==> config.mk <==
export PLATFORM = sky130hd
export DESIGN_NAME = execPipe
export DESIGN_NICKNAME = d
export VERILOG_FILES = /design/src/execPipe_pkg.sv /design/src/instrDecode.sv /design/src/aluStage.sv /design/src/execPipe.sv
export VERILOG_INCLUDE_DIRS = /design/src
export SDC_FILE = /design/constraint.sdc
export NUM_CORES = 1
export LEC_CHECK = 0
export ABC_AREA = 0
export BUFFER_PORTS_ARGS = -buffer_cell sky130_fd_sc_hd__buf_4
export CORE_MARGIN = 3
export CORE_UTILIZATION = 55
export CTS_BUF_LIST = sky130_fd_sc_hd__clkbuf_8
export CTS_CLUSTER_SIZE = 30
export DETAILED_ROUTE_END_ITERATION = 10
export PLACE_DENSITY = 0.88
export SYNTH_ARGS = -nofsm -noshare
export SYNTH_HDL_FRONTEND = slang
export SYNTH_SLANG_ARGS = --single-unit
==> constraint.sdc <==
create_clock -name clk -period 4.9 [get_ports clk]
set_input_delay 0.49 -clock clk [delete_from_list [all_inputs] [get_ports clk]]
set_output_delay 0.49 -clock clk [all_outputs]
set_load 0.005 [all_outputs]
==> src/execPipe_cfg.svh <==
`ifndef EXEC_PIPE_CFG_SVH
`define EXEC_PIPE_CFG_SVH

// widths fixed by RV32I
`define EXEC_XLEN  32
`define EXEC_REG_W 5

// major opcodes accepted by the pipeline
`define OPC_OP     7'b0110011
`define OPC_OP_IMM 7'b0010011
`define OPC_BRANCH 7'b1100011

// funct3 for OP / OP_IMM
`define F3_ADD 3'b000
`define F3_SLL 3'b001
`define F3_XOR 3'b100
`define F3_SRL 3'b101
`define F3_OR  3'b110
`define F3_AND 3'b111

// funct3 for branches
`define F3_BEQ 3'b000
`define F3_BNE 3'b001
`define F3_BLT 3'b100
`define F3_BGE 3'b101

// funct7 marking SUB
`define F7_ALT 7'b0100000

`endif

==> src/execPipe_pkg.sv <==
`include "execPipe_cfg.svh"

package execPipe_pkg;

    // ~~~~~~~~~~~~~~~~~~~~~~~~~~~~~~~~~~~~~~~~~~~~~~~~~~~~~~~~~~~~~~~~~~~~~~
    // data path widths
    // ~~~~~~~~~~~~~~~~~~~~~~~~~~~~~~~~~~~~~~~~~~~~~~~~~~~~~~~~~~~~~~~~~~~~~~

    // operands, results, pc and branch target
    typedef logic [`EXEC_XLEN-1:0] word_t;

    // register index
    typedef logic [`EXEC_REG_W-1:0] regAddr_t;

    // funct3 field, also carries the branch condition
    typedef logic [2:0] funct3_t;

    // ~~~~~~~~~~~~~~~~~~~~~~~~~~~~~~~~~~~~~~~~~~~~~~~~~~~~~~~~~~~~~~~~~~~~~~
    // ALU operations
    // ~~~~~~~~~~~~~~~~~~~~~~~~~~~~~~~~~~~~~~~~~~~~~~~~~~~~~~~~~~~~~~~~~~~~~~

    typedef enum logic [2:0] {
        ALU_ADD,
        ALU_SUB,
        ALU_XOR,
        ALU_OR,
        ALU_AND,
        ALU_SLL,
        ALU_SRL
    } aluOp_e;

endpackage

==> src/instrDecode.sv <==
`timescale 1ns/1ps
`include "execPipe_cfg.svh"

module instrDecode import execPipe_pkg::*; (
    input  logic     clk,
    input  logic     rstN,
    input  logic     inStrobe,
    input  word_t    instr,
    input  word_t    rs1Val,
    input  word_t    rs2Val,
    input  word_t    pc,
    output logic     decStrobe,
    output aluOp_e   decOp,
    output word_t    decOpA,
    output word_t    decOpB,
    output logic     decIsBranch,
    output funct3_t  decFunct3,
    output regAddr_t decRdAddr,
    output logic     decRdWrite,
    output word_t    decTarget,
    output logic     decIllegal
);

    // instruction fields
    logic [6:0] opcode;
    logic [6:0] funct7;
    funct3_t    funct3;
    regAddr_t   rdField;
    word_t      immI;
    word_t      immB;
    word_t      shamt;

    // funct3 mapping shared by OP and OP_IMM
    aluOp_e     baseOp;
    logic       baseOk;
    logic       isShift;

    // decoded, before the stage register
    aluOp_e     op;
    word_t      opB;
    logic       isBranch;
    logic       wantsRd;
    logic       illegalNow;

    assign opcode  = instr[6:0];
    assign rdField = instr[11:7];
    assign funct3  = instr[14:12];
    assign funct7  = instr[31:25];

    assign immI  = {{20{instr[31]}}, instr[31:20]};
    assign immB  = {{19{instr[31]}}, instr[31], instr[7], instr[30:25], instr[11:8], 1'b0};
    assign shamt = {{(`EXEC_XLEN-5){1'b0}}, instr[24:20]};

    assign isShift = (funct3 == `F3_SLL) || (funct3 == `F3_SRL);

    always_comb begin
        baseOp = ALU_ADD;
        baseOk = 1'b1;
        case (funct3)
            `F3_ADD: baseOp = ALU_ADD;
            `F3_SLL: baseOp = ALU_SLL;
            `F3_XOR: baseOp = ALU_XOR;
            `F3_SRL: baseOp = ALU_SRL;
            `F3_OR:  baseOp = ALU_OR;
            `F3_AND: baseOp = ALU_AND;
            // slt, sltu
            default: baseOk = 1'b0;
        endcase
    end

    always_comb begin
        op         = baseOp;
        opB        = rs2Val;
        isBranch   = 1'b0;
        wantsRd    = 1'b0;
        illegalNow = 1'b0;
        case (opcode)
            `OPC_OP: begin
                wantsRd = 1'b1;
                if (funct7 == `F7_ALT && funct3 == `F3_ADD) begin
                    op = ALU_SUB;
                end else if (funct7 != 7'b0 || !baseOk) begin
                    illegalNow = 1'b1;
                end
            end
            `OPC_OP_IMM: begin
                wantsRd = 1'b1;
                opB     = isShift ? shamt : immI;
                // srai and friends carry a nonzero funct7
                if (!baseOk || (isShift && funct7 != 7'b0)) begin
                    illegalNow = 1'b1;
                end
            end
            `OPC_BRANCH: begin
                op       = ALU_SUB;
                isBranch = 1'b1;
                case (funct3)
                    `F3_BEQ, `F3_BNE, `F3_BLT, `F3_BGE: illegalNow = 1'b0;
                    default: illegalNow = 1'b1;
                endcase
            end
            default: illegalNow = 1'b1;
        endcase
        if (illegalNow) begin
            isBranch = 1'b0;
            wantsRd  = 1'b0;
        end
    end

    // ~~~~~~~~~~~~~~~~~~~~~~~~~~~~~~~~~~~~~~~~~~~~~~~~~~~~~~~~~~~~~~~~~~~~~~
    // stage register
    // ~~~~~~~~~~~~~~~~~~~~~~~~~~~~~~~~~~~~~~~~~~~~~~~~~~~~~~~~~~~~~~~~~~~~~~

    always_ff @(posedge clk or negedge rstN) begin
        if (!rstN) begin
            decStrobe   <= 1'b0;
            decRdWrite  <= 1'b0;
            decIsBranch <= 1'b0;
            decIllegal  <= 1'b0;
        end else begin
            decStrobe <= inStrobe;
            if (inStrobe) begin
                decRdWrite  <= wantsRd && (rdField != '0);
                decIsBranch <= isBranch;
                decIllegal  <= illegalNow;
            end
        end
    end

    always_ff @(posedge clk) begin
        if (inStrobe) begin
            decOp     <= op;
            decOpA    <= rs1Val;
            decOpB    <= opB;
            decFunct3 <= funct3;
            decRdAddr <= rdField;
            decTarget <= pc + immB;
        end
    end

endmodule

==> src/aluStage.sv <==
`timescale 1ns/1ps
`include "execPipe_cfg.svh"

module aluStage import execPipe_pkg::*; (
    input  logic     clk,
    input  logic     rstN,
    input  logic     decStrobe,
    input  aluOp_e   decOp,
    input  word_t    decOpA,
    input  word_t    decOpB,
    input  logic     decIsBranch,
    input  funct3_t  decFunct3,
    input  regAddr_t decRdAddr,
    input  logic     decRdWrite,
    input  word_t    decTarget,
    input  logic     decIllegal,
    output logic     outStrobe,
    output regAddr_t rdAddr,
    output logic     rdWrite,
    output word_t    rdData,
    output logic     branchTaken,
    output word_t    branchTarget,
    output logic     illegal
);

    word_t      diff;
    word_t      aluResult;
    logic [4:0] shiftAmt;
    logic       condHolds;

    assign diff     = decOpA - decOpB;
    assign shiftAmt = decOpB[4:0];

    // ~~~~~~~~~~~~~~~~~~~~~~~~~~~~~~~~~~~~~~~~~~~~~~~~~~~~~~~~~~~~~~~~~~~~~~
    // arithmetic / logic
    // ~~~~~~~~~~~~~~~~~~~~~~~~~~~~~~~~~~~~~~~~~~~~~~~~~~~~~~~~~~~~~~~~~~~~~~

    always_comb begin
        case (decOp)
            ALU_ADD: aluResult = decOpA + decOpB;
            ALU_SUB: aluResult = diff;
            ALU_XOR: aluResult = decOpA ^ decOpB;
            ALU_OR:  aluResult = decOpA | decOpB;
            ALU_AND: aluResult = decOpA & decOpB;
            // only the low five bits of B count
            ALU_SLL: aluResult = decOpA << shiftAmt;
            ALU_SRL: aluResult = decOpA >> shiftAmt;
            default: aluResult = '0;
        endcase
    end

    // branch condition
    always_comb begin
        case (decFunct3)
            `F3_BEQ: condHolds = (diff == '0);
            `F3_BNE: condHolds = (diff != '0);
            `F3_BLT: condHolds = $signed(decOpA) < $signed(decOpB);
            `F3_BGE: condHolds = $signed(decOpA) >= $signed(decOpB);
            default: condHolds = 1'b0;
        endcase
    end

    // ~~~~~~~~~~~~~~~~~~~~~~~~~~~~~~~~~~~~~~~~~~~~~~~~~~~~~~~~~~~~~~~~~~~~~~
    // output register
    // ~~~~~~~~~~~~~~~~~~~~~~~~~~~~~~~~~~~~~~~~~~~~~~~~~~~~~~~~~~~~~~~~~~~~~~

    always_ff @(posedge clk or negedge rstN) begin
        if (!rstN) begin
            outStrobe   <= 1'b0;
            rdWrite     <= 1'b0;
            branchTaken <= 1'b0;
            illegal     <= 1'b0;
        end else begin
            outStrobe <= decStrobe;
            if (decStrobe) begin
                rdWrite     <= decRdWrite;
                branchTaken <= decIsBranch && condHolds;
                illegal     <= decIllegal;
            end
        end
    end

    always_ff @(posedge clk) begin
        if (decStrobe) begin
            rdAddr       <= decRdAddr;
            branchTarget <= decTarget;
            // no write-back value for branches or illegal words
            rdData       <= (decIsBranch || decIllegal) ? '0 : aluResult;
        end
    end

endmodule

==> src/execPipe.sv <==
`timescale 1ns/1ps

module execPipe import execPipe_pkg::*; (
    input  logic     clk,
    input  logic     rstN,
    input  logic     inStrobe,
    input  word_t    instr,
    input  word_t    rs1Val,
    input  word_t    rs2Val,
    input  word_t    pc,
    output logic     outStrobe,
    output regAddr_t rdAddr,
    output logic     rdWrite,
    output word_t    rdData,
    output logic     branchTaken,
    output word_t    branchTarget,
    output logic     illegal
);

    // decode to execute
    logic     decStrobe;
    aluOp_e   decOp;
    word_t    decOpA;
    word_t    decOpB;
    logic     decIsBranch;
    funct3_t  decFunct3;
    regAddr_t decRdAddr;
    logic     decRdWrite;
    word_t    decTarget;
    logic     decIllegal;

    instrDecode decode (
        .clk         (clk),
        .rstN        (rstN),
        .inStrobe    (inStrobe),
        .instr       (instr),
        .rs1Val      (rs1Val),
        .rs2Val      (rs2Val),
        .pc          (pc),
        .decStrobe   (decStrobe),
        .decOp       (decOp),
        .decOpA      (decOpA),
        .decOpB      (decOpB),
        .decIsBranch (decIsBranch),
        .decFunct3   (decFunct3),
        .decRdAddr   (decRdAddr),
        .decRdWrite  (decRdWrite),
        .decTarget   (decTarget),
        .decIllegal  (decIllegal)
    );

    aluStage execute (
        .clk          (clk),
        .rstN         (rstN),
        .decStrobe    (decStrobe),
        .decOp        (decOp),
        .decOpA       (decOpA),
        .decOpB       (decOpB),
        .decIsBranch  (decIsBranch),
        .decFunct3    (decFunct3),
        .decRdAddr    (decRdAddr),
        .decRdWrite   (decRdWrite),
        .decTarget    (decTarget),
        .decIllegal   (decIllegal),
        .outStrobe    (outStrobe),
        .rdAddr       (rdAddr),
        .rdWrite      (rdWrite),
        .rdData       (rdData),
        .branchTaken  (branchTaken),
        .branchTarget (branchTarget),
        .illegal      (illegal)
    );

endmodule

==> results.sh <==
export IMPL_grt_pass1_vias=15000
export IMPL_grt_pass1_wl_mm=88.2
export IMPL_cts_setup_buffers=0
export IMPL_required_ns=5.29
export IMPL_switchingPower_mw=2.11
export IMPL_final_cells=2325
export IMPL_synth_distinct_cells=88
export IMPL_tritoncts="built"
export IMPL_root_buffer="clkbuf_8"
export IMPL_seqPwrFrac_pct=38.2
export IMPL_maxSlewViolCount=0
export IMPL_antenna_found_initial=0
export IMPL_die_area_sq_um=30700
export IMPL_min_to="decode.decOpA[6]$_DFFE_PP_"
export IMPL_netlist_area_sq_um=15800
export IMPL_overflow=0
export IMPL_cts_buffers=17
export IMPL_worstReg2RegStart="decode.decOpB[4]$_DFFE_PP_"
export IMPL_avgSynthCellArea_sq_um=8.89
export IMPL_htreeDepth=4
export IMPL_drv_cap=0
export IMPL_min_period_ns=4.65
export IMPL_cts_sinks=184
export IMPL_core_area_sq_um=28000
export IMPL_die_w_microns=175
export IMPL_cp_buffers_inverters=1
export IMPL_setup_tns_ns=0
export IMPL_setup_worst_path_class="flop to flop"
export IMPL_cp_cell_sequence="inv_1, ha_2, nand2b_2, a21oi_2, o21ai_1, and4_1, o21ai_1, a311o_2, a311o_1, or4_1, o311a_1, a211oi_1"
export IMPL_ir_drop_uv=190
export IMPL_area_sequential_sq_um=5490
export IMPL_clock_path_buffers=2
export IMPL_drt_iter0_markers=1887
export IMPL_initial_utilization_pct=56.3
export IMPL_fp_row_count=61
export IMPL_crit_path_end_kind="flop"
export IMPL_powerDensity_nw_per_um2=291
export IMPL_avgViaCountPerCell=6.67
export IMPL_drc=0
export IMPL_grt_max_degree=92
export IMPL_critPathArrivalTime_ns=5.04
export IMPL_max_freq_mhz=215
export IMPL_insertion_delay_ns=0.52
export IMPL_critical_path_max_stage_delay_ns=0.62
export IMPL_critPathTopFamily="compound AO/OA/AOI/OAI gates"
export IMPL_rsz0062_at_grt="no"
export IMPL_gp_congestion=1.03
export IMPL_die_h_microns=175
export IMPL_hold_path_depth=1
export IMPL_min_period_over_period_pct=94.9
export IMPL_cpMostUsedCell="o21ai_1"
export IMPL_path_clk_slew_ns=0.14
export IMPL_diodes=0
export IMPL_worst_r2r_setup_slack_ns=0.25
export IMPL_outcome="finished, final reports clean"
export IMPL_synth_nets=2034
export IMPL_place_hpwl_mm=44.6
export IMPL_p_clk_share_pct=20.6
export IMPL_critPathLaunchType="flop"
export IMPL_routed_wl_mm=58.6
export IMPL_synth_edf_count=176
export IMPL_ant_nets=0
export IMPL_dp_cells=2292
export IMPL_syn_inst=1773
export IMPL_synthFlopType="edfxtp_1"
export IMPL_p_int_mw=3.16
export IMPL_reg2reg_to="execute.branchTaken$_DFFE_PN0P_"
export IMPL_min_from="rs1Val[6]"
export IMPL_worstMarginPinSlew_ns=1.12
export IMPL_comb_power_share_pct=41.2
export IMPL_finClkSkew_ns=0.0482
export IMPL_layout_drive_gt1_share_pct=17.3
export IMPL_slew_headroom_pct=25.3
export IMPL_yosysWarnings=0
export IMPL_multiInputGateArea_sq_um=9450
export IMPL_grt_total_usage_pct=37.3
export IMPL_hold_class="input port to flop"
export IMPL_async_reset_ff_share_pct=4.35
export IMPL_switching_share_pct=40.0
export IMPL_routedWlPerCell_microns=25.2
export IMPL_finalHoldViolations=0
export IMPL_p_leak_nw=7.63
export IMPL_synth_seq_cells=184
export IMPL_critPathMaxFanout=13
export IMPL_r2r_cells=12
export IMPL_setup_viol=0
export IMPL_yosysSeqAreaShare_pct=34.8
export IMPL_port_buffers=198
export IMPL_fill_cells=2352
export IMPL_dr_pass1_iters=7
export IMPL_cp_slowest_cell="or4_1"
export IMPL_cp_depth=12
export IMPL_area_growth_pct=14.9
export IMPL_final_nets=2195
export IMPL_vias=15500
export IMPL_io_pin_count=204
==> what timing repair did <==
| item | in CTS | in global routing |
|---|---|---|
| endpoints found under the setup margin | 0 | 1 |
| hold endpoints to repair | 8 | 0 |
| gates resized for setup | 0 | 3 |
| hold buffers | 1 | 0 |
==> power by group through the flow <==
| stage | combinational, mW | clock, mW | sequential (mW) |
|---|---|---|---|
| floorplan | 1.35 | 0 | 2.01 |
| global placement | 2.06 | 0 | 2.04 |
| detailed placement | 2.08 | 0 | 2.05 |
| CTS | 2.09 | 1.09 | 2.01 |
| global route | 2.31 | 1.16 | 2.03 |
| finish | 2.17 | 1.09 | 2.01 |
==> worst max-delay path by stage <==
stage | start | endpoint | slack, ns
2_1_floorplan | decode.decOpB[2]$_DFFE_PP_ | execute.branchTaken$_DFFE_PN0P_ | 0.20
6_report | decode.decOpB[4]$_DFFE_PP_ | execute.branchTaken$_DFFE_PN0P_ | 0.25
3_3_place_gp | decode.decOpB[4]$_DFFE_PP_ | execute.branchTaken$_DFFE_PN0P_ | 0.37
5_1_grt | decode.decOpB[4]$_DFFE_PP_ | execute.branchTaken$_DFFE_PN0P_ | 0.04
3_5_place_dp | decode.decOpB[4]$_DFFE_PP_ | execute.branchTaken$_DFFE_PN0P_ | 0.28
4_1_cts | decode.decOpB[4]$_DFFE_PP_ | execute.branchTaken$_DFFE_PN0P_ | 0.23
==> metrics by stage <==
stage                     power (mW)  util (%)  instance area [sq um]  hold WS, ns  setup WS (ns)
final                           5.27      64.6                  18100        0.133          0.250
after global routing            5.50      64.6                  18100        0.120         0.0360
after CTS                       5.19      64.6                  18100        0.116          0.229
after detailed placement        4.12      63.1                  17700        0.337          0.277
after global placement          4.10      63.1                  17700        0.334          0.375
after floorplan                 3.36         -                  15800        0.194          0.200
==> logic make-up after synthesis <==
| kind of cell | after synthesis | share of synthesized area [%] |
|---|---|---|
| AO/OA/AOI/OAI | 631 | 26.3 |
| AND/OR/NAND/NOR | 467 | 13.9 |
| buffers and inverters | 215 | 5.49 |
| flip-flops | 184 | 34.8 |
| adder cells (fa/ha/maj) | 130 | 10.5 |
| multiplexers | 84 | 5.60 |
| XOR/XNOR | 62 | 3.44 |
==> layout by cell type (no fill, tap or decap), types with 48 or more instances in the layout <==
cell type	instances
a21o_1	55
a21oi_1	130
buf_4	246
edfxtp_1	176
ha_1	126
inv_1	105
mux2i_1	69
nand2_1	135
nor2_1	148
o21ai_0	150
xnor2_1	48
==> worst register-to-register path, delay by kind of cell, from the launching register on <==
kind	cells	cell delay, ns
compound gates	7	2.08
fa+ha+maj	1	0.52
buf+inv	1	0.18
flops	1	0.54
simple gates	3	1.22
==> per-layer routing <==
metal / GRT usage, % / vias to the layer above / wire (microns)
li1: - / 6957 / -
met1: 50.6 / 7362 / 23700
met2: 58.1 / 1045 / 25800
met3: 9.73 / 152 / 6870
met4: 13.0 / 0 / 2190
met5: 0 / - / 0
==> synth_stat cells (5+ instances only) <==
master | count | share of area, %
o221ai_1 | 7 | 0.39
ha_1 | 127 | 10
mux2i_1 | 69 | 4.4
nand2b_1 | 21 | 0.83
mux2_2 | 13 | 0.93
o2111ai_1 | 6 | 0.33
or3_1 | 14 | 0.56
a221o_1 | 11 | 0.70
o211ai_1 | 17 | 0.81
dfrtp_1 | 8 | 1.3
nor2b_1 | 9 | 0.36
buf_1 | 19 | 0.45
o41ai_1 | 8 | 0.44
a211o_1 | 5 | 0.28
nor2_1 | 149 | 3.5
nor3_1 | 47 | 1.5
edfxtp_1 | 176 | 34
o21bai_1 | 14 | 0.67
clkbuf_1 | 76 | 1.8
a21o_1 | 55 | 2.6
o22ai_1 | 44 | 1.7
xor2_1 | 14 | 0.78
a22oi_1 | 35 | 1.7
o31ai_1 | 8 | 0.38
and3_1 | 9 | 0.36
nor4_1 | 16 | 0.64
xnor2_1 | 48 | 2.7
a311oi_1 | 5 | 0.28
nand2_1 | 135 | 3.2
and2_1 | 5 | 0.20
a21oi_1 | 130 | 4.1
or2_2 | 9 | 0.36
a211oi_1 | 20 | 0.95
a21boi_0 | 6 | 0.29
o21a_1 | 20 | 0.95
nand4_1 | 10 | 0.40
inv_1 | 105 | 2.5
nand3_1 | 18 | 0.57
a221oi_1 | 21 | 1.2
o21ai_0 | 150 | 4.8
a31oi_1 | 23 | 0.91
==> layout make-up <==
| type | instances | share of cell area [%] |
|---|---|---|
| clock buffers | 18 | 1.37 |
| well taps | 378 | 2.61 |
| clock inverters | 14 | 0.871 |
| repair buffers | 248 | 10.4 |
| multi-input cells | 1374 | 52.2 |
| inverters | 109 | 2.26 |
| flip-flops and latches | 184 | 30.3 |
==> state kept, by name, summed over array words and instances, names as in the netlist <==
name,cells
decode.decRdAddr,5
decode.decRdWrite,1
execute.branchTaken,1
decode.decTarget,32
execute.rdAddr,5
execute.rdWrite,1
decode.decOpB,32
decode.decOpA,32
execute.outStrobe,1
decode.decOp,3
decode.decStrobe,1
execute.rdData,32
decode.decIsBranch,1
decode.decIllegal,1
decode.decFunct3,3
execute.illegal,1
execute.branchTarget,32
Power figures use the tool's default switching activity.
